$ cat src/i2c_regbank_pkg.sv
`default_nettype none

package i2c_regbank_pkg;

    // data bytes and register addresses share one width
    typedef logic [7:0] reg_byte_t;

    typedef logic [6:0] dev_addr_t;

    // first byte after a start, seen raw or split into address and direction
    typedef union packed {
        reg_byte_t raw;
        struct packed {
            dev_addr_t dev_addr;
            logic      rd;         // 1 = master reads
        } fields;
    } ctrl_byte_u;

    parameter int REG_COUNT    = 8;
    parameter int RW_REG_COUNT = 4;   // regs 0..3 writable, rest read only

    parameter reg_byte_t REG_DEFAULTS [REG_COUNT] = '{
        8'h80,
        8'h95,
        8'h03,
        8'h1D,
        8'h10,
        8'h20,
        8'h30,
        8'h40
    };

    parameter reg_byte_t UNMAPPED_READ_VALUE = 8'hFF;

endpackage

`default_nettype wire

$ cat src/i2c_reg_access_if.sv
`timescale 1ns/1ns
`default_nettype none

interface i2c_reg_access_if;

    logic                       wr_strobe;
    logic                       rd_strobe;
    i2c_regbank_pkg::reg_byte_t addr;
    i2c_regbank_pkg::reg_byte_t wr_data;
    i2c_regbank_pkg::reg_byte_t rd_data;   // valid the cycle after rd_strobe

    modport master (
        output wr_strobe, rd_strobe, addr, wr_data,
        input  rd_data
    );

    modport slave (
        input  wr_strobe, rd_strobe, addr, wr_data,
        output rd_data
    );

endinterface

`default_nettype wire

$ cat src/i2c_transaction_ctrl.sv
`timescale 1ns/1ns
`default_nettype none

module i2c_transaction_ctrl #(
    parameter i2c_regbank_pkg::dev_addr_t SLAVE_ADDR = 7'h50
) (
    input  logic                        CLOCK,
    input  logic                        RESET,
    input  logic                        start,
    input  logic                        stop,
    output logic                        rx_go,
    output logic                        rx_ack_en,
    input  i2c_regbank_pkg::reg_byte_t  rx_byte,
    input  logic                        rx_done,
    output logic                        tx_load,
    output i2c_regbank_pkg::reg_byte_t  tx_byte,
    input  logic                        tx_done,
    output logic                        abort,
    i2c_reg_access_if.master            regs,
    output logic                        wr_en,
    output i2c_regbank_pkg::reg_byte_t  reg_addr,
    output i2c_regbank_pkg::reg_byte_t  wr_data
);

    typedef enum logic [2:0] {
        ST_IDLE,
        ST_CTRL,
        ST_REG_ADDR,
        ST_DATA,
        ST_READ,
        ST_WAIT_STOP
    } state_t;

    state_t                      state;
    i2c_regbank_pkg::ctrl_byte_u ctrl;
    logic                        addr_match;
    i2c_regbank_pkg::reg_byte_t  addr_q;
    i2c_regbank_pkg::reg_byte_t  data_q;

    assign ctrl.raw   = rx_byte;
    assign addr_match = (ctrl.fields.dev_addr == SLAVE_ADDR);
    assign abort      = start | stop;   // any bus condition resets the shifters

    assign tx_byte      = regs.rd_data;
    assign regs.addr    = addr_q;
    assign regs.wr_data = data_q;

    always_comb
    begin
        case (state)
            ST_CTRL:              rx_ack_en = addr_match;
            ST_REG_ADDR, ST_DATA: rx_ack_en = 1'b1;
            default:              rx_ack_en = 1'b0;
        endcase
    end

    always_ff @(posedge CLOCK)
    begin
        if (RESET)
        begin
            state          <= ST_IDLE;
            rx_go          <= 1'b0;
            tx_load        <= 1'b0;
            regs.wr_strobe <= 1'b0;
            regs.rd_strobe <= 1'b0;
            addr_q         <= '0;
            data_q         <= '0;
        end
        else
        begin
            rx_go          <= 1'b0;
            regs.wr_strobe <= 1'b0;
            regs.rd_strobe <= 1'b0;
            tx_load        <= regs.rd_strobe;   // rd_data is ready by now
            if (stop)
                state <= ST_IDLE;
            else if (start)
            begin
                state <= ST_CTRL;   // also covers repeated start
                rx_go <= 1'b1;
            end
            else
            begin
                case (state)
                    ST_CTRL:
                        if (rx_done)
                        begin
                            if (!addr_match)
                                state <= ST_WAIT_STOP;
                            else if (ctrl.fields.rd)
                            begin
                                state          <= ST_READ;
                                regs.rd_strobe <= 1'b1;
                            end
                            else
                            begin
                                state <= ST_REG_ADDR;
                                rx_go <= 1'b1;
                            end
                        end
                    ST_REG_ADDR:
                        if (rx_done)
                        begin
                            addr_q <= rx_byte;
                            rx_go  <= 1'b1;
                            state  <= ST_DATA;
                        end
                    ST_DATA:
                        if (rx_done)
                        begin
                            data_q         <= rx_byte;
                            regs.wr_strobe <= 1'b1;
                            state          <= ST_WAIT_STOP;   // single byte only
                        end
                    ST_READ:
                        if (tx_done)
                            state <= ST_WAIT_STOP;   // master ack not checked
                    default:
                        state <= state;
                endcase
            end
        end
    end

    // write notification held until the next write
    always_ff @(posedge CLOCK)
    begin
        if (RESET)
        begin
            wr_en    <= 1'b0;
            reg_addr <= '0;
            wr_data  <= '0;
        end
        else
        begin
            wr_en <= regs.wr_strobe;
            if (regs.wr_strobe)
            begin
                reg_addr <= addr_q;
                wr_data  <= data_q;
            end
        end
    end

    // a write notice only ever closes a received data byte
    a_wr_en_after_strobe: assert property (
        @(posedge CLOCK) disable iff (RESET)
            wr_en |-> $past(regs.wr_strobe) && $past(state == ST_DATA && rx_done, 2)
    );

endmodule

`default_nettype wire

$ cat src/flat_wrapper.sv
// flat-port wrapper written by rule: the top's interface ports become plain ports
module i2c_transaction_ctrl_flat 
#(
    parameter i2c_regbank_pkg::dev_addr_t SLAVE_ADDR = 7'h50
)
  (CLOCK, RESET, start, stop, rx_go, rx_ack_en, rx_byte, rx_done, tx_load, tx_byte, tx_done, abort, wr_en, reg_addr, wr_data, regs_wr_strobe, regs_rd_strobe, regs_addr, regs_wr_data, regs_rd_data);
  i2c_reg_access_if regs_i ();
  input  logic CLOCK;
  input  logic RESET;
  input  logic start;
  input  logic stop;
  output logic rx_go;
  output logic rx_ack_en;
  input  i2c_regbank_pkg::reg_byte_t rx_byte;
  input  logic rx_done;
  output logic tx_load;
  output i2c_regbank_pkg::reg_byte_t tx_byte;
  input  logic tx_done;
  output logic abort;
  output logic wr_en;
  output i2c_regbank_pkg::reg_byte_t reg_addr;
  output i2c_regbank_pkg::reg_byte_t wr_data;
  output wire logic [$bits(regs_i.wr_strobe)-1:0] regs_wr_strobe;
  output wire logic [$bits(regs_i.rd_strobe)-1:0] regs_rd_strobe;
  output wire logic [$bits(regs_i.addr)-1:0] regs_addr;
  output wire logic [$bits(regs_i.wr_data)-1:0] regs_wr_data;
  input wire logic [$bits(regs_i.rd_data)-1:0] regs_rd_data;
  assign regs_wr_strobe = regs_i.wr_strobe;
  assign regs_rd_strobe = regs_i.rd_strobe;
  assign regs_addr = regs_i.addr;
  assign regs_wr_data = regs_i.wr_data;
  assign regs_i.rd_data = regs_rd_data;
  i2c_transaction_ctrl #(.SLAVE_ADDR(SLAVE_ADDR)) u_core (.CLOCK(CLOCK), .RESET(RESET), .start(start), .stop(stop), .rx_go(rx_go), .rx_ack_en(rx_ack_en), .rx_byte(rx_byte), .rx_done(rx_done), .tx_load(tx_load), .tx_byte(tx_byte), .tx_done(tx_done), .abort(abort), .regs(regs_i), .wr_en(wr_en), .reg_addr(reg_addr), .wr_data(wr_data));
endmodule
$ cat config.mk
export PLATFORM = sky130hd
export DESIGN_NAME = i2c_transaction_ctrl_flat
export DESIGN_NICKNAME = d
export VERILOG_FILES = /design/src/i2c_regbank_pkg.sv /design/src/i2c_reg_access_if.sv /design/src/i2c_transaction_ctrl.sv /design/src/flat_wrapper.sv
export SDC_FILE = /design/constraint.sdc
export NUM_CORES = 1
export LEC_CHECK = 0
export ABC_AREA = 0
export BUFFER_PORTS_ARGS = -buffer_cell sky130_fd_sc_hd__buf_2
export CAP_MARGIN = 20
export CORE_UTILIZATION = 40
export DETAILED_ROUTE_END_ITERATION = 10
export MAX_ROUTING_LAYER = met4
export PLACE_DENSITY = 0.69
export SKIP_CTS_REPAIR_TIMING = 1
export SLEW_MARGIN = 20
export SYNTH_ARGS = -nofsm -noshare
export SYNTH_HDL_FRONTEND = slang
export SYNTH_SLANG_ARGS = --single-unit
$ cat constraint.sdc
create_clock -name CLOCK -period 2 [get_ports CLOCK]
set_input_delay 0.4 -clock CLOCK [delete_from_list [all_inputs] [get_ports CLOCK]]
set_output_delay 0.4 -clock CLOCK [all_outputs]
set_load 0.1 [all_outputs]
==> flow_metrics.tcl <==
set metrics [dict create \
    cts_buffers 5 \
    post-place-cells 264 \
    slew_headroom_pct 67.9 \
    power_mw 1.56 \
    cts_tree "done" \
    fin_skew_ns 0.00848 \
    rows 22 \
    die_area_mm2 0.00434 \
    peakVddDrop_mv 0.330 \
    critPathRequiredTime_ns 1.60 \
    hpwl_um 2420 \
    cpPeakStageDelay_ns 0.43 \
    finalSetupViolCount 0 \
    vias 1429 \
    wl_per_cell_um 12.6 \
    drv_cap 0 \
    groute.usage.overall_pct 17.6 \
    critical_path_class "input port to output port" \
    yosys.area.top_type "dfxtp_1" \
    final-instance-count-excl-fill 272 \
    rsz0062_at_grt "false" \
    grt_pass1_wl_um 5620 \
    postRouteAntennaNets 0 \
    tightestPinTransition_ns 0.485 \
    drtIter0Drc 58 \
    clkLatencyLatePin_ns 0.29 \
    cp_cell_sequence "buf_2 -> nor4bb_1 -> a31oi_1 -> nor2_4 -> buf_12" \
    syn_inst 178 \
    synth_nets 200 \
    report.final.slew_viol_count 0 \
    place_congestion 0.811 \
    root_buffer "clkbuf_8" \
    overflow 0 \
    tns_ns 0 \
    end_kind "output port" \
    fmaxAchievable_mhz 527 \
    period_share_pct 94.9 \
    cts_max_path_buffers 2 \
    port_buffers 52 \
    fill_cells 375 \
    seq_area_frac_synth_pct 49.0 \
    core_mm2 0.00380 \
    syn_avg_cell_area_um2 9.18 \
    cts_sinks 40 \
    initial_utilization_pct 43.0 \
    via_per_inst 5.25 \
    crit_slowest_cell "nor4bb_1" \
    ys_ff_latch 40 \
    power.leakage_nw 0.832 \
    synth_top_area_share_pct 49.0 \
    die_x_um 65.9 \
    grt_max_degree 27 \
    syn2layout_area_growth_pct 24.7 \
    period_minus_slack_ns 1.90 \
    crit_arrival_ns 1.50 \
    synth_cell_types 30 \
    p_per_area_mw_per_mm2 767 \
    die_y_um 65.9 \
    crit_path_start_kind "input port" \
    wl_um 3430 \
    fin_nets 245 \
    drt-pass1-iter-count 5 \
    cts.htree.levels 2 \
    antenna_found_initial 0 \
    worst-path-max-fanout 3 \
    synth_area_leaders "dfxtp_1 (49%), mux2i_1 (9.8%), a21oi_1 (5.5%), nand3_1 (5.2%), buf_4 (4.1%)" \
    yosysWarnings 0 \
    ioPinCount 69 \
    insertedDiodeCount 0 \
    drc 0 \
    status "finished clean" \
    fin_util_pct 53.6 \
    path_clk_slew_ns 0.07 \
    finalHoldViolCount 0 \
    hold_path_class "input port to flop" \
    synth_area_mm2 0.00163 \
    grt_pass1_vias 1223 \
    final_layout_size_suffix_gt1_share_pct 31.7 \
]
## kinds of logic after synthesis
| kind of cell | after synthesis | synth area share [%] |
|---|---|---|
| and+or+nand+nor | 58 | 19.2 |
| xor gates and xnor gates | 1 | 0.536 |
| AOI/OAI and AO/OA | 39 | 12.6 |
| DFF | 40 | 49.0 |
| muxes | 16 | 9.80 |
| buffers and inverters | 24 | 8.81 |
## area by class of cell
type | count | area [µm²] | area share (%)
multi-input cells | 114 | 697 | 34.2
well taps | 48 | 60.1 | 2.95
clock inverters | 2 | 38.8 | 1.90
clock buffers | 6 | 82.6 | 4.05
repair buffers | 60 | 350 | 17.2
flip-flops and latches | 40 | 801 | 39.3
inverters | 2 | 7.51 | 0.369
## synthesized netlist by cell type
cell type / n
a311oi_1: 1
a21oi_1: 18
nor2_1: 18
mux2i_1: 16
o21ai_1: 9
o21a_1: 1
and2_0: 1
o21ai_0: 7
nand2b_1: 1
nor3_1: 3
or3_1: 1
nand3b_1: 3
nand3_1: 17
a31oi_1: 2
nor4b_2: 1
clkbuf_1: 7
xor2_1: 1
dfxtp_1: 40
or2_2: 1
or4b_1: 1
nor2b_1: 3
inv_1: 2
nor4bb_1: 2
buf_2: 4
a211oi_1: 1
buf_4: 9
buf_6: 2
nor3b_1: 2
nand4_1: 2
nand2_1: 2
## cells in the final DEF (no fill, tap or decap), drive strengths merged, types with 2 or more instances in the layout
cell type	count
nor4bb	2
inv	2
nand2	2
nand4	2
nor3	3
a31oi	2
nor2	18
clkbuf	6
mux2i	16
nand3	17
dfxtp	40
a21oi	18
buf	60
nor2b	3
o21ai	16
nor3b	2
nand3b	3
## sequential cells by signal, summed over array words and instances, names as in the netlist
name                   count
u_core.reg_addr            8
u_core.wr_data             8
u_core.regs.wr_data        8
u_core.regs.wr_strobe      1
u_core.wr_en               1
u_core.tx_load             1
u_core.state               3
u_core.regs.rd_strobe      1
u_core.regs.addr           8
u_core.rx_go               1
## worst paths after layout
| path | from | end | slack (ns) | cells after the start |
|---|---|---|---|---|
| worst min register to register | u_core.regs.rd_strobe | u_core.tx_load | 0.46 | 1 |
| worst max register to register | u_core.state[2] | u_core.regs.addr[5] | 0.58 | 4 |
| worst min-delay path | stop | u_core.rx_go | 0.35 | 2 |
| worst max-delay path | rx_byte[1] | rx_ack_en | 0.10 | 5 |
## worst max-delay path, delay by kind of cell
family                 cells  cell delay (ns)
AND/OR/NAND/NOR            2             0.57
buffers and inverters      2             0.29
AO/OA/AOI/OAI              1             0.23
## per-stage QoR
stage | setup slack [ns] | instance area, µm² | hold WS [ns]
floorplan | 0.0533 | 1640 | 0.478
global route | 0.0464 | 2040 | 0.351
CTS | 0.103 | 2040 | 0.353
detailed placement | 0.122 | 1920 | 0.451
global placement | 0.139 | 1920 | 0.442
finish | 0.102 | 2040 | 0.351
## power by group
part	total [mW]	switching (mW)	internal [mW]
clock	0.685	0.277	0.408
combinational	0.0770	0.0526	0.0244
sequential	0.800	0.00267	0.798
## layer usage
metal	track usage [%]	up-vias	routed length (µm)
met3	5.34	8	219
li1	-	706	-
met5	-	-	0
met1	22.2	674	1600
met2	25.8	41	1550
met4	7.88	0	64
Note: power is estimated with default switching activity, not from simulation.
