### src/i2c_regbank_pkg.sv
`default_nettype none

package i2c_regbank_pkg;

    // data bytes and register addresses share one width
    typedef logic [7:0] reg_byte_t;

    typedef logic [6:0] dev_addr_t;

    // first byte after a start, seen raw or split into address and direction
    typedef union packed {
        reg_byte_t raw;
        struct packed {
            dev_addr_t dev_addr;
            logic      rd;         // 1 = master reads
        } fields;
    } ctrl_byte_u;

    parameter int REG_COUNT    = 8;
    parameter int RW_REG_COUNT = 4;   // regs 0..3 writable, rest read only

    parameter reg_byte_t REG_DEFAULTS [REG_COUNT] = '{
        8'h80,
        8'h95,
        8'h03,
        8'h1D,
        8'h10,
        8'h20,
        8'h30,
        8'h40
    };

    parameter reg_byte_t UNMAPPED_READ_VALUE = 8'hFF;

endpackage

`default_nettype wire

### src/i2c_line_if.sv
`timescale 1ns/1ns
`default_nettype none

// filtered bus lines, one producer and several consumers
interface i2c_line_if;

    logic scl_rise;
    logic scl_fall;
    logic scl_high;    // high for two samples in a row
    logic sda_rise;
    logic sda_fall;
    logic sda_level;

    modport source (
        output scl_rise, scl_fall, scl_high, sda_rise, sda_fall, sda_level
    );

    modport sink (
        input scl_rise, scl_fall, scl_high, sda_rise, sda_fall, sda_level
    );

endinterface

`default_nettype wire

### src/i2c_byte_receiver.sv
`timescale 1ns/1ns
`default_nettype none

module i2c_byte_receiver (
    input  logic                        CLOCK,
    input  logic                        RESET,
    i2c_line_if.sink                    line,
    input  logic                        rx_go,
    input  logic                        rx_ack_en,
    input  logic                        abort,
    output i2c_regbank_pkg::reg_byte_t  rx_byte,
    output logic                        rx_done,
    output logic                        sda_pull
);

    typedef enum logic [1:0] {
        RX_IDLE,
        RX_BITS,
        RX_SLOT,   // last bit in and waiting for scl low
        RX_ACK
    } rx_state_t;

    rx_state_t                  state;
    logic [2:0]                 bit_cnt;
    i2c_regbank_pkg::reg_byte_t shift_q;

    always_ff @(posedge CLOCK)
    begin
        if (RESET)
        begin
            state    <= RX_IDLE;
            bit_cnt  <= '0;
            rx_done  <= 1'b0;
            sda_pull <= 1'b0;
        end
        else
        begin
            rx_done <= 1'b0;
            if (abort)
            begin
                state    <= RX_IDLE;
                sda_pull <= 1'b0;
            end
            else
            begin
                case (state)
                    RX_IDLE:
                        if (rx_go)
                        begin
                            bit_cnt <= '0;
                            state   <= RX_BITS;
                        end
                    RX_BITS:
                        if (line.scl_rise)
                        begin
                            bit_cnt <= bit_cnt + 3'd1;
                            if (bit_cnt == 3'd7)
                                state <= RX_SLOT;
                        end
                    RX_SLOT:
                        if (line.scl_fall)
                        begin
                            if (rx_ack_en)
                            begin
                                sda_pull <= 1'b1;   // ack held for one scl period
                                state    <= RX_ACK;
                            end
                            else
                            begin
                                rx_done <= 1'b1;
                                state   <= RX_IDLE;
                            end
                        end
                    RX_ACK:
                        if (line.scl_fall)
                        begin
                            sda_pull <= 1'b0;
                            rx_done  <= 1'b1;
                            state    <= RX_IDLE;
                        end
                    default:
                        state <= RX_IDLE;
                endcase
            end
        end
    end

    // sampled msb first while scl goes high
    always_ff @(posedge CLOCK)
    begin
        if (state == RX_BITS && line.scl_rise)
            shift_q <= {shift_q[6:0], line.sda_level};
    end

    assign rx_byte = shift_q;

    // the ack pull moves only while scl is low or on a bus condition
    a_pull_while_scl_low: assert property (
        @(posedge CLOCK) disable iff (RESET)
            $changed(sda_pull) |-> !line.scl_high || $past(abort)
    );

endmodule

`default_nettype wire

### src/flat_wrapper.sv
// flat-port wrapper written by rule: the top's interface ports become plain ports
module i2c_byte_receiver_flat 
  (CLOCK, RESET, rx_go, rx_ack_en, abort, rx_byte, rx_done, sda_pull, line_scl_rise, line_scl_fall, line_scl_high, line_sda_rise, line_sda_fall, line_sda_level);
  i2c_line_if line_i ();
  input  logic CLOCK;
  input  logic RESET;
  input  logic rx_go;
  input  logic rx_ack_en;
  input  logic abort;
  output i2c_regbank_pkg::reg_byte_t rx_byte;
  output logic rx_done;
  output logic sda_pull;
  input wire logic [$bits(line_i.scl_rise)-1:0] line_scl_rise;
  input wire logic [$bits(line_i.scl_fall)-1:0] line_scl_fall;
  input wire logic [$bits(line_i.scl_high)-1:0] line_scl_high;
  input wire logic [$bits(line_i.sda_rise)-1:0] line_sda_rise;
  input wire logic [$bits(line_i.sda_fall)-1:0] line_sda_fall;
  input wire logic [$bits(line_i.sda_level)-1:0] line_sda_level;
  assign line_i.scl_rise = line_scl_rise;
  assign line_i.scl_fall = line_scl_fall;
  assign line_i.scl_high = line_scl_high;
  assign line_i.sda_rise = line_sda_rise;
  assign line_i.sda_fall = line_sda_fall;
  assign line_i.sda_level = line_sda_level;
  i2c_byte_receiver u_core (.CLOCK(CLOCK), .RESET(RESET), .line(line_i), .rx_go(rx_go), .rx_ack_en(rx_ack_en), .abort(abort), .rx_byte(rx_byte), .rx_done(rx_done), .sda_pull(sda_pull));
endmodule
### config.mk
export PLATFORM = sky130hd
export DESIGN_NAME = i2c_byte_receiver_flat
export DESIGN_NICKNAME = d
export VERILOG_FILES = /design/src/i2c_regbank_pkg.sv /design/src/i2c_line_if.sv /design/src/i2c_byte_receiver.sv /design/src/flat_wrapper.sv
export SDC_FILE = /design/constraint.sdc
export NUM_CORES = 1
export LEC_CHECK = 0
export BUFFER_PORTS_ARGS = -buffer_cell sky130_fd_sc_hd__buf_2
export CAP_MARGIN = 20
export CELL_PAD_IN_SITES_DETAIL_PLACEMENT = 0
export CELL_PAD_IN_SITES_GLOBAL_PLACEMENT = 1
export CORE_MARGIN = 5
export CORE_UTILIZATION = 35
export CTS_CLUSTER_DIAMETER = 30
export DETAILED_ROUTE_END_ITERATION = 8
export PLACE_DENSITY_LB_ADDON = 0.1
export SYNTH_ARGS = -nofsm -noshare
export SYNTH_HDL_FRONTEND = slang
export SYNTH_SLANG_ARGS = --single-unit
### constraint.sdc
create_clock -name CLOCK -period 1.4 [get_ports CLOCK]
set_clock_uncertainty 0.1 [all_clocks]
set_input_delay 0.28 -clock CLOCK [delete_from_list [all_inputs] [get_ports CLOCK]]
set_output_delay 0.28 -clock CLOCK [all_outputs]
set_load 0.1 [all_outputs]
==> run metrics, run 1 <==
Die Ht=50.9 um; total number of vias=407; switching pwr=187 uW; Slew headroom=76.2%; Worst-path clk slew=90 ps; post-synthesis sequential area ratio=65.0%; crit-path max FO=8; combinational share of power=10.5%; Final setup viols=0; pin count of the biggest net entering global routing=12; Routed WL=981 um; WP data arrival=1430 ps; average via count per standard cell=5.09; Area after DPL=840 um^2; unrepaired setup endpoints after global routing=no; Yosys reg bits=15; Leak=0.000346 uW; Post-CTS Resized=0; first-pass iteration count of the detailed router=4; maxcap violations=0; Total Power=796 uW; port bufs=17; Internal=609 uW; die area=2590 um^2; CP Class=reg -> reg; Total GRT Usage=8.18%; vias in the first global route=373; fin area=867 um^2; clock sink count=15; VDD IR max=0.620 mV; antenna cell count=0; CTS tree=yes; Placer Congestion=0.732; Switching Share=23.5%; DRT antenna net count=0; Final Hold Vio Count=0; Post-DP HPWL=770 um; Area Overhead vs Synth=48.1%; Worst-Skew Late Latency=270 ps; DRC=0; global-route wire length before repair=1590 um; CTS Buf Count=3; hold buffers post-CTS=0; Die Width=50.9 um; worst slew pin tran=354 ps; Hold/Removal Path Class=in -> reg; delay of the slowest critical-path stage=480 ps; Mapped Cells=43; final setup TNS=0 ps; Max Slew Vio Count=0; Syn Std Cell Area=586 um^2; CP max-delay cell=dfxtp_1; Critical Path RT=1530 ps; post-synth cell types=18; startpoint types=flip-flop; top cells by area, synth=edfxtp_1 41%, dfxtp_1 24%, a31oi_1 4.3%; initial antenna violation count=0; Cells after DPL=76; Final Non-Filler Cells=80; DRT iter0 DRCs=8; post-CTS setup buffers=0; worst hold slack=72.9 ps; Synth warnings=0; critical path cell sequence=mux2_4 -> a21oi_2 -> mux2_2; CP top delay family=multiplexers; drt wl/cell=12.3 um; PD cells=918 nW/um^2; top cell type's share of synthesized area=41.0%; gr ovfl total=0; fin crit period=1310 ps; layout cells sized above 1=45.3%; crit end category=flip-flop; syn_nets=56; IO Count=21; Yosys top cell by area=edfxtp_1; H-tree Lvls=1; clock root buffer master=clkbuf_4; Core Region=1540 um^2; Starting Density=38.0%; Clk network pwr share=29.8%; status=finished clean; Site Rows=14; Final Net Count=78; post-route clock period utilization=93.5%; Avg Synthesized Cell Area=13.6 um^2; Crit path buffers/inverters=0; maximum root-to-sink buffer count=2; max frequency=764 MHz; Flop pwr share=59.7%
## cell type report
class	instances	area, um^2
clock inverters	1	5.00
multi-input cells	26	189
well taps	16	20.0
clock buffers	3	22.5
fillers	138	674
flip-flops and latches	15	380
repair buffers	19	250
## cell usage after synthesis
master    count
ha_1          2
nand3b_1      2
nor2_1        3
buf_6         1
mux2_2        1
mux2_4        1
nor3b_1       1
a22o_2        2
a21oi_2       1
a31oi_1       4
buf_2         1
dfxtp_1       7
nand2_1       3
and2b_2       1
a311oi_1      1
or2_1         1
edfxtp_1      8
nor3_1        3
## metrics by stage
step	utilization (%)	worst slack, ps
floorplan	-	14.4
global route	56.3	23.8
finish	56.3	91.5
detailed placement	54.5	97.3
global placement	54.5	119
CTS	56.3	74.0
## worst register-to-register path, delay by kind of cell (launching register included)
kind / cells / cell delay (ps)
multiplexers: 2 / 510
AO/OA/AOI/OAI: 1 / 180
flip-flops: 1 / 480
## registers in the layout, indices dropped and copies added, names as in the netlist
name	flops
u_core.bit_cnt	3
u_core.rx_byte	8
u_core.rx_done	1
u_core.sda_pull	1
u_core.state	2
## layout by cell type, fill, tap and decap left out, drive strengths merged
master / instances
nor3b: 1
a31oi: 4
a21oi: 1
dfxtp: 7
ha: 2
edfxtp: 8
a22o: 2
nand3b: 2
nor2: 3
buf: 19
clkinv: 1
nor3: 3
and2b: 1
a311oi: 1
nand2: 3
or2: 1
mux2: 2
clkbuf: 3
## layer usage
layer / global-route usage [%] / vias to the layer above / wire length [um]
met1: 10.5 / 185 / 460
met2: 11.8 / 15 / 438
met3: 5.23 / 0 / 82
met4: 1.28 / 0 / 0
li1: - / 207 / -
met5: 0 / - / 0
## path summary, 6_finish.rpt
path	startpoint	end	slack [ps]	cells after the start
max reg2reg	u_core.state[0]	u_core.bit_cnt[0]	90	3
min	line_sda_level	u_core.rx_byte[0]	70	1
max	u_core.state[0]	u_core.bit_cnt[0]	90	3
min reg2reg	u_core.bit_cnt[2]	u_core.bit_cnt[2]	400	1
## cell families after synthesis
logic type / share of synthesized area (%)
buffers and inverters: 2.78
and+or+nand+nor: 12.8
adders and majority gates: 4.27
DFF: 65.0
AOI/OAI and AO/OA: 10.7
muxes: 4.49
## power groups by stage
| stage | logic [uW] | registers, uW | clock network, uW |
|---|---|---|---|
| 6_report | 83.7 | 475 | 237 |
| 5_1_grt | 88.1 | 476 | 285 |
| 4_1_cts | 84.8 | 475 | 255 |
| 3_5_place_dp | 84.7 | 485 | 0 |
| 3_3_place_gp | 83.8 | 485 | 0 |
| 2_1_floorplan | 25.0 | 509 | 0 |
Note: power is estimated with default switching activity, not from simulation.
==> run 2, diff against run 1 <==
PLACE_DENSITY = 0.72   (was not set)
PLACE_DENSITY_LB_ADDON = not set   (was 0.1)
==> run 2 against run 1 <==
Utilization up 0.24 points. Via count grew 0.25%. Wire length grew 3.5%. Combinational power grew 1%. First-iteration DRC count is 25% lower. Sequential share of layout area fell by 0.19 points. Count of clock-buffer cells in the layout up 1. Hold slack gained 0.87 ps. Cell area is 0.43% higher. Total power grew 0.37%. Largest cell class unchanged.
==> run metrics, run 2 (synthesis results as in run 1) <==
Crit path buffers/inverters=0 (unchanged); most frequent cells in the layout=10 x buf_12, 8 x edfxtp_1, 7 x buf_2, 7 x dfxtp_1, 4 x a31oi_1 (unchanged); crit-path max FO=8 (unchanged); gr ovfl total=0 (unchanged); Core Region=1540 um^2 (unchanged); drt wl/cell=12.7 um (was 12.3 um); Max Slew Vio Count=0 (unchanged); Die Width=50.9 um (unchanged); DRC=0 (unchanged); CP Depth=3 (unchanged); DRT iter0 DRCs=6 (was 8); max frequency=757 MHz (was 764 MHz); Starting Density=38.0% (unchanged); Total GRT Usage=9.23% (was 8.18%); Leak=0.000344 uW (was 0.000346 uW); crit end category=flip-flop (unchanged); maxcap violations=0 (unchanged); Critical Path RT=1530 ps (about the same); Area Overhead vs Synth=48.7% (was 48.1%); crit path from=u_core.state[0] (unchanged); status=finished clean (unchanged); worst slew pin tran=376 ps (was 354 ps); fin crit period=1320 ps (was 1310 ps); worst hold slack=73.8 ps (was 72.9 ps); met2 Resource Use GR=12.8% (was 11.8%); Final Net Count=78 (unchanged); global-route wire length before repair=1730 um (was 1590 um); CP endpoint=u_core.bit_cnt[0] (unchanged); average via count per standard cell=5.10 (was 5.09); commonest non-fill, non-tap cell in the layout=buf_12 (unchanged); H-tree Lvls=1 (unchanged); startpoint types=flip-flop (unchanged); final setup TNS=0 ps (unchanged); Site Rows=14 (unchanged); Hold/Removal Path Class=in -> reg (unchanged); CTS tree=yes (unchanged); unrepaired setup endpoints after global routing=no (unchanged); delay of the slowest critical-path stage=480 ps (about the same); Die Ht=50.9 um (unchanged); GRT met1 Usage=10.6% (was 10.5%); WP data arrival=1450 ps (was 1430 ps); IO Count=21 (unchanged); CP max-delay cell=dfxtp_1 (unchanged); post-CTS setup buffers=0 (unchanged); port bufs=17 (unchanged); max reg flops=8 (unchanged); CP Class=reg -> reg (unchanged); fillers=131 (was 138); maximum root-to-sink buffer count=2 (unchanged); clock sink count=15 (unchanged); first-pass iteration count of the detailed router=4 (unchanged); GR peak layer=met2 (unchanged); Critical R2R Capture=u_core.bit_cnt[0] (unchanged); Post-DP HPWL=793 um (was 770 um); critical path cell sequence=mux2_4 -> a21oi_2 -> mux2_2 (unchanged); R2R Path Start=u_core.state[0] (unchanged); r2r worst-path depth=3 (unchanged); die area=2590 um^2 (unchanged); post-route clock period utilization=94.3% (was 93.5%); final worst slack=79.6 ps (was 91.5 ps); Total Power=799 uW (was 796 uW); Final Hold Vio Count=0 (unchanged); Placer Congestion=0.700 (was 0.732); initial antenna violation count=0 (unchanged); Routed WL=1020 um (was 981 um); Final setup viols=0 (unchanged); post-layout util=56.5% (was 56.3%); layout cells sized above 1=45.3% (unchanged); hold buffers post-CTS=0 (unchanged); clock root buffer master=clkbuf_4 (unchanged); GR Util met3=6.10% (was 5.23%); total number of vias=408 (was 407); Hold Path Depth=1 (unchanged); CP top delay family=multiplexers (unchanged); HP Start=line_sda_level (unchanged); Worst-Skew Late Latency=280 ps (was 270 ps); PD cells=917 nW/um^2 (was 918 nW/um^2); Post-CTS Resized=0 (unchanged); Slew headroom=74.9% (was 76.2%); CTS Buf Count=3 (unchanged); pre-CTS setup slack=97.9 ps (was 97.3 ps); Worst-path clk slew=80 ps (was 90 ps); vias in the first global route=405 (was 373); pin count of the biggest net entering global routing=12 (unchanged); VDD IR max=0.699 mV (was 0.620 mV); Reg2Reg Setup Slack=80 ps (was 90 ps); DRT antenna net count=0 (unchanged); antenna cell count=0 (unchanged)
-- run 2: changes by cell type in the layout (fill, tap and decap cells not counted) --
cell	change
clkbuf_1	+1
clkinv_2	-1
nor3_1	-1
nor3_2	+1
-- run 2: layer usage --
layer,up-vias,share of wire (%)
met5,-,0
met4,0,1.6
met3,2,9.0
met2,12,45
met1,188,44
li1,206,-
-- run 2: area by class of cell --
| cell class | instances | area [um^2] | share of cell area (%) |
|---|---|---|---|
| Tap cell | 16 | 20.0 | 2.30 |
| Timing Repair Buffer | 19 | 250 | 28.7 |
| Multi-Input combinational cell | 26 | 194 | 22.3 |
| Clock buffer | 4 | 26.3 | 3.02 |
| Sequential cell | 15 | 380 | 43.7 |
-- run 2: report_power, final --
part / total (uW) / internal (uW) / switching (uW)
clock: 239 / 111 / 129
combinational: 84.6 / 35.4 / 49.2
sequential: 475 / 467 / 7.46
-- run 2: metrics by stage --
stage               cell area, um^2  cells
detailed placement              840     76
finish                          871     80
CTS                             866     80
floorplan                       586     43
global placement                840     76
global route                    871     80
-- run 2: how the worst min path moves through the flow --
stage	end	slack [ps]
after floorplan	u_core.rx_byte[0]	280
after global placement	u_core.rx_byte[0]	360
after detailed placement	u_core.rx_byte[0]	360
after CTS	u_core.rx_byte[0]	60
after global routing	u_core.rx_byte[0]	50
final	u_core.rx_byte[0]	70
