### config.mk
export PLATFORM = sky130hd
export DESIGN_NAME = i2c_line_filter_flat
export DESIGN_NICKNAME = d
export VERILOG_FILES = /design/src/i2c_line_if.sv /design/src/i2c_line_filter.sv /design/src/flat_wrapper.sv
export SDC_FILE = /design/constraint.sdc
export NUM_CORES = 1
export LEC_CHECK = 0
export ABC_AREA = 1
export BUFFER_PORTS_ARGS = -buffer_cell sky130_fd_sc_hd__buf_2
export CAP_MARGIN = 20
export CORE_UTILIZATION = 53
export CTS_CLUSTER_DIAMETER = 50
export DETAILED_ROUTE_END_ITERATION = 7
export GPL_TIMING_DRIVEN = 1
export HOLD_SLACK_MARGIN = 0.1
export PLACE_DENSITY_LB_ADDON = 0.08
export SLEW_MARGIN = 20
export SYNTH_ARGS = -nofsm -noshare
export SYNTH_HDL_FRONTEND = slang
export SYNTH_SLANG_ARGS = --single-unit
### constraint.sdc
create_clock -name CLOCK -period 1.05 [get_ports CLOCK]
set_input_delay 0.0525 -clock CLOCK [delete_from_list [all_inputs] [get_ports CLOCK]]
set_output_delay 0.0525 -clock CLOCK [all_outputs]
set_load 0.01 [all_outputs]
### src/i2c_line_if.sv
`timescale 1ns/1ns
`default_nettype none

// filtered bus lines, one producer and several consumers
interface i2c_line_if;

    logic scl_rise;
    logic scl_fall;
    logic scl_high;    // high for two samples in a row
    logic sda_rise;
    logic sda_fall;
    logic sda_level;

    modport source (
        output scl_rise, scl_fall, scl_high, sda_rise, sda_fall, sda_level
    );

    modport sink (
        input scl_rise, scl_fall, scl_high, sda_rise, sda_fall, sda_level
    );

endinterface

`default_nettype wire

### src/i2c_line_filter.sv
`timescale 1ns/1ns
`default_nettype none

module i2c_line_filter #(
    parameter int FILTER_LEN = 10
) (
    input  logic         CLOCK,
    input  logic         RESET,
    input  logic         scl,
    input  logic         sda_in,
    i2c_line_if.source   line
);

    localparam int SCL_IDX = 0;
    localparam int SDA_IDX = 1;

    logic [1:0]                 raw;
    logic [1:0][FILTER_LEN-1:0] pipe;      // sample history per line
    logic [1:0]                 level;
    logic [1:0]                 level_d;   // previous filtered value

    assign raw = {sda_in, scl};

    always_ff @(posedge CLOCK)
    begin
        if (RESET)
        begin
            pipe    <= '1;   // idle bus is high
            level   <= 2'b11;
            level_d <= 2'b11;
        end
        else
        begin
            level_d <= level;
            for (int i = 0; i < 2; i++)
            begin
                pipe[i] <= {pipe[i][FILTER_LEN-2:0], raw[i]};
                // only a full run of equal samples moves the level
                if (&pipe[i])
                    level[i] <= 1'b1;
                else if (~|pipe[i])
                    level[i] <= 1'b0;
            end
        end
    end

    assign line.scl_rise  = level[SCL_IDX] & ~level_d[SCL_IDX];
    assign line.scl_fall  = ~level[SCL_IDX] & level_d[SCL_IDX];
    assign line.scl_high  = level[SCL_IDX] & level_d[SCL_IDX];
    assign line.sda_rise  = level[SDA_IDX] & ~level_d[SDA_IDX];
    assign line.sda_fall  = ~level[SDA_IDX] & level_d[SDA_IDX];
    assign line.sda_level = level[SDA_IDX];

    // filtered scl holds for a full run of samples before it may move again
    a_scl_edge_spacing: assert property (
        @(posedge CLOCK) disable iff (RESET)
            (line.scl_rise || line.scl_fall)
                |-> level_d[SCL_IDX] == $past(level[SCL_IDX], FILTER_LEN)
    );

endmodule

`default_nettype wire

### src/flat_wrapper.sv
// flat-port wrapper written by rule: the top's interface ports become plain ports
module i2c_line_filter_flat 
#(
    parameter int FILTER_LEN = 10
)
  (CLOCK, RESET, scl, sda_in, line_scl_rise, line_scl_fall, line_scl_high, line_sda_rise, line_sda_fall, line_sda_level);
  i2c_line_if line_i ();
  input  logic CLOCK;
  input  logic RESET;
  input  logic scl;
  input  logic sda_in;
  output wire logic [$bits(line_i.scl_rise)-1:0] line_scl_rise;
  output wire logic [$bits(line_i.scl_fall)-1:0] line_scl_fall;
  output wire logic [$bits(line_i.scl_high)-1:0] line_scl_high;
  output wire logic [$bits(line_i.sda_rise)-1:0] line_sda_rise;
  output wire logic [$bits(line_i.sda_fall)-1:0] line_sda_fall;
  output wire logic [$bits(line_i.sda_level)-1:0] line_sda_level;
  assign line_scl_rise = line_i.scl_rise;
  assign line_scl_fall = line_i.scl_fall;
  assign line_scl_high = line_i.scl_high;
  assign line_sda_rise = line_i.sda_rise;
  assign line_sda_fall = line_i.sda_fall;
  assign line_sda_level = line_i.sda_level;
  i2c_line_filter #(.FILTER_LEN(FILTER_LEN)) u_core (.CLOCK(CLOCK), .RESET(RESET), .scl(scl), .sda_in(sda_in), .line(line_i));
endmodule
==> reports/metrics.cfg, run 1 <==
[drt]
vias=578
avgViaCountPerCell=4.48
ant_nets=0
drc_errors=0
first_pass_iters=6
first_iter_violations=16
wl_um=1160
wl_per_cell_um=8.97

[sta]
setup_viol=0
relSlewSlack_pct=85.6
rsz0062_at_grt=no
hold_slack_ps=103
period_share_pct=93.8
finClkSkew_ps=4.26
drv_slew=0
period_needed_ps=984
fmax_mhz=1020
worst_pin_slew_ps=217
final-hold-violation-count=0
tns_ps=0

[setup_path]
endpoint_kind=primary output
cp_num_cells=3
path_delay_family=flip-flops
crit_path_max_fanout=4
reg2reg_depth=4
critPathArrivalTime_ps=930
slowest_stage=dfxtp_2
critical_path_buf_inv_count=2
worstSetupStartpointType=flop
max_stage_delay_ps=370
cp_cell_sequence=inv_1 -> nor2_1 -> buf_2
required_ps=1000
path_class=reg2out

[clock_tree]
numCtsBuffers=3
clock_sinks=24
clock_latency_ps=310
htreeDepth=1
post_cts_buffers=0
cts_tree=done
cts-root-buf=clkbuf_4
clockBufferDepth=2
path_clk_slew_ps=130

[power_and_ir_drop]
p_leak_nw=0.505
ir_drop_v=0.00106
seqPwrFrac_pct=57.1
p_per_area_mw_per_mm2=1700
switching_share_pct=18.2
switchingPower_mw=0.296
p_int_mw=1.33
comb_power_share_pct=3.0
clkPwrFrac_pct=39.9

[final_layout]
final_net_count=119
num-fill-cells=119
final_layout_size_suffix_gt1_share_pct=14.9
postLayoutCoreUtil_pct=69.8
multi_input_area_um2=279
finalNonFillerCells=129
antenna_cells=0
synthToLayoutAreaGrowth_pct=15.8
ff_latch_area_um2=485

[die]
dieArea_mm2=0.00171
die_h_um=41.4
io-pin-count=10
rows=13
start_util_pct=60.3
die-width_um=41.4
placeableCoreArea_mm2=0.00137

[global_route]
track_usage_pct=15.0
gr-total-overflow=0
grt_pass1_vias=495
grt_max_degree=18
grt_pass1_wl_um=2010
antenna_found_initial=0

[yosys]
avgSynthCellArea_um2=8.23
syn-num-nets=104
ys_warn_count=0
synth_area_um2=823
ys_seq_elements=24
postSynthCellCount=100
ys_seq_area_share_pct=58.4
synthDistinctLibCells=9

[min_path]
min_path_type=in2reg
whs_path_depth=2

[run]
cap_violations=0

[placement]
place_inst=123
portBuffers=9
dp.final_hpwl_um=803
gp_congestion=0.703

[outcome]
status=completed

-- stage by stage --
step / cell area, um^2 / setup WS [ps] / power (mW)
final: 953 / 65.6 / 1.63
after global routing: 953 / 3.77 / 1.68
after CTS: 948 / 3.31 / 1.65
after detailed placement: 876 / 269 / 0.994
after global placement: 876 / 260 / 0.993
after floorplan: 823 / 323 / 0.982
-- routing by layer --
layer	vias to the layer above	global-route usage, %	share of wire (%)
li1	322	-	-
met3	2	2.61	5.1
met2	17	21.6	41
met4	0	9.68	1.5
met5	-	0	0
met1	237	20.7	52
-- power groups by stage --
stage          clock network, mW  registers (mW)  logic (mW)
2_1_floorplan                  0           0.949      0.0334
3_3_place_gp                   0           0.950      0.0433
3_5_place_dp                   0           0.951      0.0431
4_1_cts                    0.668           0.931      0.0491
5_1_grt                    0.698           0.930      0.0557
6_report                   0.649           0.928      0.0483
-- cell families (layout without fill, tap and decap cells) --
family	Yosys count	after routing	synth area share (%)
flops	24	24	58.4
buf+inv	15	29	7.75
compound gates	2	2	1.22
simple gates	59	59	32.7
-- registers in the layout, summed over array words and instances, names as in the netlist --
name / cells
u_core.pipe: 20
u_core.level: 2
u_core.level_d: 2
-- final timing paths --
kind                   start                end  slack (ps)
max          u_core.level[0]      line_scl_rise          70
min reg2reg  u_core.level[1]  u_core.level_d[1]         480
min                    RESET    u_core.pipe[17]         100
max reg2reg  u_core.pipe[17]    u_core.level[1]         210
-- layout make-up --
class                      instances  share of cell area (%)
multi-input combinational         61                    29.3
clock buffer                       3                    2.36
inverter                          14                    5.51
timing repair buffer              11                    6.82
clock inverter                     1                    3.15
tap                               15                    1.97
sequential                        24                    50.9
-- placed cells by master (no fill, tap or decap) --
master and n:
buf_2 9, bufinv_16 1, clkbuf_4 3, dfxtp_1 22, dfxtp_2 1, dfxtp_4 1
dlygate4sd3_1 2, inv_1 12, inv_2 2, nand2_1 21, nand3_1 6, nor2_1 16
o21ai_1 2, or2_1 16
-- synthesized netlist by cell type --
cell	count	area, um^2
nand2_1	21	78.8
o21ai_1	2	10.0
buf_6	1	11.3
nand3_1	6	30.0
nor2_1	16	60.1
inv_1	13	48.8
inv_2	1	3.75
dfxtp_1	24	480
or2_1	16	100
-- repair_timing --
| item | 4_1_cts | 5_1_grt |
|---|---|---|
| gates resized for setup | 0 | 4 |
| hold buffers | 2 | 0 |
| setup endpoints to repair | 0 | 3 |
| hold endpoints to repair | 2 | 0 |
-- worst register-to-register path, delay by kind of cell, from the launching register on --
| kind | cells | cell delay [ps] |
|---|---|---|
| DFF | 1 | 340 |
| and+or+nand+nor | 3 | 260 |
| AOI/OAI and AO/OA | 1 | 140 |
(Power assumes the default switching activity.)
==> run 2: changes to the inputs <==
==> constraint.sdc (replaced) <==
create_clock -name CLOCK -period 1.05 [get_ports CLOCK]
set_input_delay 0.105 -clock CLOCK [delete_from_list [all_inputs] [get_ports CLOCK]]
set_output_delay 0.105 -clock CLOCK [all_outputs]
set_load 0.01 [all_outputs]
==> run 2 against run 1 <==
  * Die area unchanged
  * Clock skew down 1.4 ps
  * Routed wire length about the same
  * Clock power barely moved
  * Critical path type unchanged
  * Total power is essentially flat
  * Hold slack improved by 55 ps
==> reports/metrics.cfg, run 2 (same netlist as run 1, synthesis figures left out) <==
[outcome]
status=completed  ; unchanged

[clock_tree]
numCtsBuffers=3  ; unchanged
htreeDepth=1  ; unchanged
clockBufferDepth=2  ; unchanged
cts-root-buf=clkbuf_4  ; unchanged
clock_latency_ps=310  ; about the same
clock_sinks=24  ; unchanged
path_clk_slew_ps=130  ; about the same
cts_tree=done  ; unchanged

[sta]
fmax_mhz=969  ; was 1020 MHz
drv_slew=0  ; unchanged
setup_viol=0  ; unchanged
hold_slack_ps=158  ; was 103 ps
relSlewSlack_pct=85.5  ; was 85.6%
period_share_pct=98.3  ; was 93.8%
finClkSkew_ps=2.90  ; was 4.26 ps
final-hold-violation-count=0  ; unchanged
period_needed_ps=1030  ; was 984 ps
worst_pin_slew_ps=217  ; about the same
tns_ps=0  ; unchanged
rsz0062_at_grt=yes  ; was no

[drt]
first_pass_iters=5  ; was 6
wl_um=1160  ; about the same
drc_errors=0  ; unchanged
avgViaCountPerCell=4.52  ; was 4.48
ant_nets=0  ; unchanged
first_iter_violations=18  ; was 16
wl_per_cell_um=8.82  ; was 8.97 um
vias=592  ; was 578

[global_route]
grt_pass1_wl_um=2010  ; unchanged
grt_max_degree=18  ; unchanged
antenna_found_initial=0  ; unchanged
track_usage_pct=15.0  ; unchanged
grtUsageMet1_pct=20.7  ; unchanged
grt-busiest-layer=met2  ; unchanged
use_met3_pct=2.61  ; unchanged
grt_pass1_vias=495  ; unchanged
globalRouteMet2Util_pct=21.6  ; unchanged
gr-total-overflow=0  ; unchanged

[final_layout]
final_net_count=121  ; was 119
final_cell_area_um2=980  ; was 953 um^2
largest_reg_flops=20  ; unchanged
antenna_cells=0  ; unchanged
regMostFlops=u_core.pipe  ; unchanged
finalNonFillerCells=131  ; was 129
final_layout_size_suffix_gt1_share_pct=21.6  ; was 14.9%
synthToLayoutAreaGrowth_pct=19.0  ; was 15.8%
final_cell_mix=nand2_1 (20), dfxtp_1 (20), nor2_1 (16), or2_1 (16), inv_1 (9)  ; was dfxtp_1 (22), nand2_1 (21), nor2_1 (16), or2_1 (16), inv_1 (12)
reg_top3=u_core.pipe (20), u_core.level (2), u_core.level_d (2)  ; unchanged

[setup_path]
required_ps=940  ; was 1000 ps
endpoint_kind=primary output  ; unchanged
worstSetupStartpointType=flop  ; unchanged
path_class=reg2out  ; unchanged
critPathArrivalTime_ps=930  ; about the same
r2r-end=u_core.level[1]  ; unchanged
rr_startpoint=u_core.pipe[17]  ; unchanged
r2r_setup_slack_ps=220  ; was 210 ps
reg2reg_depth=4  ; unchanged
crit_path_max_fanout=4  ; unchanged

[min_path]
min_path_type=in2reg  ; unchanged
hold_end=u_core.pipe[16]  ; was u_core.pipe[17]
whs_path_depth=2  ; unchanged
holdCritStartpoint=RESET  ; unchanged

[placement]
gp_congestion=0.703  ; unchanged
dp.final_hpwl_um=803  ; unchanged
place_area_um2=876  ; unchanged
portBuffers=9  ; unchanged
place_inst=123  ; unchanged

[power_and_ir_drop]
ir_drop_v=0.00107  ; was 0.00106 V
p_per_area_mw_per_mm2=1660  ; was 1700 mW/mm^2
p_leak_nw=0.512  ; was 0.505 nW

[run]
cap_violations=0  ; unchanged

[die]
placeableCoreArea_mm2=0.00137  ; unchanged
die-width_um=41.4  ; unchanged
die_h_um=41.4  ; unchanged
dieArea_mm2=0.00171  ; unchanged
start_util_pct=60.3  ; unchanged
rows=13  ; unchanged
io-pin-count=10  ; unchanged

==> run 2: cell types whose count changed in the layout (fill, tap and decap cells not counted) <==
cell	change
nand2_1	-1
inv_1	-3
inv_2	+3
buf_6	+1
dfxtp_2	+2
buf_2	-1
nand2_2	+1
dfxtp_1	-2
buf_4	+2
==> run 2: critical path, stage by stage (launching register included) <==
cell and delay (ps):
dfxtp_4 390, inv_2 40, nor2_1 70, buf_2 130
==> run 2: how the worst max path moves through the flow <==
stage                          from         endpoint  cells after the start
floorplan           u_core.pipe[11]  u_core.level[1]                      4
global placement     u_core.pipe[5]  u_core.level[0]                      4
detailed placement   u_core.pipe[5]  u_core.level[0]                      4
CTS                 u_core.level[0]    line_scl_rise                      3
global route        u_core.level[1]    line_sda_rise                      3
finish              u_core.level[0]    line_scl_rise                      3
==> run 2: report_power, final <==
group	switching, mW	internal [mW]	total (mW)
combinational	0.0253	0.0230	0.0484
clock	0.264	0.386	0.650
sequential	0.00765	0.920	0.928
==> run 2: layout make-up <==
| type | count | area (um^2) |
|---|---|---|
| sequential | 24 | 488 |
| fill | 112 | 387 |
| multi-input combinational | 61 | 282 |
| timing repair buffer | 13 | 86.3 |
| inverter | 14 | 52.6 |
| clock inverter | 1 | 30.0 |
| clock buffer | 3 | 22.5 |
| tap | 15 | 18.8 |
==> run 2: per-layer routing <==
metal / vias up / routed length, um
met5: - / 0
met4: 0 / 14
met3: 2 / 43
met2: 17 / 474
met1: 244 / 624
li1: 329 / -
==> run 2: stage by stage <==
stage	worst slack, ps	total power, mW	utilization, %
finish	18.2	1.63	71.7
global route	-39.1	1.68	71.7
CTS	2.00	1.65	69.6
detailed placement	269	0.994	64.1
global placement	260	0.993	64.1
floorplan	323	0.982	-
==> run 2: repair_timing <==
| item | in CTS | in global routing |
|---|---|---|
| pin swaps | 0 | 2 |
| hold buffers | 2 | 0 |
| resized for setup | 3 | 8 |
| setup endpoints to repair | 2 | 5 |
| hold endpoints to repair | 2 | 0 |
| buffers inserted | 0 | 2 |
==> run 3: changes to the inputs <==
SETUP_SLACK_MARGIN = 0.3   (was unset)
==> run 3 against run 2 <==
  * Utilization is 0.55 points higher
  * Non-clock buffer count is 2 lower
  * Maximum frequency shrank 0.26%
  * Design area up 0.77%
  * Via count is the same
  * First-iteration DRC count shrank 39%
  * Final cell count decreased by 1.5%
  * Register-to-register slack worse by 50 ps
  * Clock skew is 1.6 ps higher
  * Critical path type unchanged
==> reports/metrics.cfg, run 3 (same netlist as run 1, synthesis figures left out) <==
[drt]
first_iter_violations=11  ; was 18
wl_um=1230  ; was 1160 um
first_pass_iters=4  ; was 5
vias=592  ; unchanged
drc_errors=0  ; unchanged
wl_per_cell_um=9.54  ; was 8.82 um
ant_nets=0  ; unchanged
avgViaCountPerCell=4.59  ; was 4.52

[sta]
finClkSkew_ps=4.52  ; was 2.90 ps
setup_ws_ps=15.5  ; was 18.2 ps
hold_slack_ps=168  ; was 158 ps
relSlewSlack_pct=84.7  ; was 85.5%
drv_slew=0  ; unchanged
setup_viol=0  ; unchanged
period_share_pct=98.5  ; was 98.3%
fmax_mhz=967  ; was 969 MHz
rsz0062_at_grt=yes  ; unchanged
worst_pin_slew_ps=229  ; was 217 ps
final-hold-violation-count=0  ; unchanged
period_needed_ps=1030  ; about the same

[setup_path]
crit_path_max_fanout=4  ; unchanged
required_ps=940  ; about the same
endpoint_kind=primary output  ; unchanged
critical_path_buf_inv_count=2  ; unchanged
cp_cell_sequence=inv_2 -> nor2_1 -> buf_2  ; unchanged
critPathArrivalTime_ps=930  ; about the same
path_class=reg2out  ; unchanged
max_stage_delay_ps=390  ; about the same
worstSetupStartpointType=flop  ; unchanged
slowest_stage=dfxtp_4  ; unchanged
path_delay_family=flip-flops  ; unchanged

[placement]
gp_congestion=0.703  ; unchanged
place_ws_ps=269  ; unchanged
place_area_um2=876  ; unchanged
portBuffers=9  ; unchanged
dp.final_hpwl_um=803  ; unchanged

[die]
rows=13  ; unchanged
dieArea_mm2=0.00171  ; unchanged
placeableCoreArea_mm2=0.00137  ; unchanged
die_h_um=41.4  ; unchanged
start_util_pct=60.3  ; unchanged
die-width_um=41.4  ; unchanged
io-pin-count=10  ; unchanged

[final_layout]
final_cell_area_um2=987  ; was 980 um^2
postLayoutCoreUtil_pct=72.3  ; was 71.7%
antenna_cells=0  ; unchanged
final_net_count=119  ; was 121
final_layout_size_suffix_gt1_share_pct=30.7  ; was 21.6%
mostFrequentLayoutCell=nand2_1
final_cell_mix=nand2_1 (20), or2_1 (16), nor2_1 (12), dfxtp_1 (12), dfxtp_2 (10)  ; was nand2_1 (20), dfxtp_1 (20), nor2_1 (16), or2_1 (16), inv_1 (9)
synthToLayoutAreaGrowth_pct=19.9  ; was 19.0%
reg_top3=u_core.pipe (20), u_core.level (2), u_core.level_d (2)  ; unchanged
largest_reg_flops=20  ; unchanged
regMostFlops=u_core.pipe  ; unchanged

[power_and_ir_drop]
power_mw=1.62  ; was 1.63 mW
ir_drop_v=0.000974  ; was 0.00107 V
seqPwrFrac_pct=57.1  ; about the same
p_per_area_mw_per_mm2=1640  ; was 1660 mW/mm^2
comb_power_share_pct=3.0  ; about the same
clkPwrFrac_pct=39.9  ; was 40.0%
switching_share_pct=18.3  ; about the same
p_int_mw=1.33  ; about the same
p_leak_nw=0.498  ; was 0.512 nW
switchingPower_mw=0.297  ; about the same

[global_route]
antenna_found_initial=0  ; unchanged
grt_max_degree=18  ; unchanged
grt_pass1_vias=502  ; was 495
grt_pass1_wl_um=2010  ; about the same
gr-total-overflow=0  ; unchanged
track_usage_pct=15.2  ; was 15.0%

[clock_tree]
post_cts_buffers=0  ; unchanged
cts-root-buf=clkbuf_4  ; unchanged
clock_sinks=24  ; unchanged
cts_tree=done  ; unchanged
clock_latency_ps=310  ; about the same
htreeDepth=1  ; unchanged
clockBufferDepth=2  ; unchanged
numCtsBuffers=3  ; unchanged
path_clk_slew_ps=130  ; about the same

[outcome]
status=completed  ; unchanged

[run]
cap_violations=0  ; unchanged

[min_path]
min_path_type=in2reg  ; unchanged

## run 3: cell types whose count changed in the layout (fill, tap and decap cells not counted)
cell	change
dfxtp_4	+1
nor2_1	-4
dfxtp_2	+7
nor2_2	+4
dfxtp_1	-8
buf_4	-2
## run 3: layout make-up
| class | count | area, um^2 |
|---|---|---|
| clock buffers | 3 | 22.5 |
| clock inverters | 1 | 30.0 |
| fillers | 112 | 379 |
| inverters | 14 | 52.6 |
| multi-input cells | 61 | 292 |
| flip-flops and latches | 24 | 500 |
| well taps | 15 | 18.8 |
| repair buffers | 11 | 71.3 |
## run 3: per-stage QoR
stage,instances,TNS [ps]
2_1_floorplan,100,0
3_3_place_gp,123,0
3_5_place_dp,123,0
4_1_cts,129,0
5_1_grt,129,-100
6_report,129,0
## run 3: worst paths after layout
check	start	to	slack [ps]	cells past startpoint
worst min-delay path	RESET	u_core.pipe[17]	170	2
worst max register to register	u_core.pipe[17]	u_core.level[1]	170	4
worst max-delay path	u_core.level[0]	line_scl_rise	20	3
worst min register to register	u_core.pipe[5]	u_core.pipe[6]	460	1
## run 3: metal layers
| layer | share of wire [%] | GRT usage [%] |
|---|---|---|
| met2 | 45 | 22.2 |
| met4 | 1.4 | 9.68 |
| met5 | 0 | 0 |
| met3 | 5.0 | 2.61 |
| met1 | 49 | 20.7 |
## run 3: power by group through the flow
stage | clock (mW) | combinational [mW] | sequential [mW]
2_1_floorplan | 0 | 0.0334 | 0.949
3_3_place_gp | 0 | 0.0433 | 0.950
3_5_place_dp | 0 | 0.0431 | 0.951
4_1_cts | 0.668 | 0.0491 | 0.928
5_1_grt | 0.699 | 0.0564 | 0.929
6_report | 0.647 | 0.0494 | 0.927
## run 3: timing repair
item,CTS,global route
setup endpoints to repair,8,8
hold buffers,2,0
resized for setup,11,13
hold endpoints to repair,2,0
pin swaps,1,4
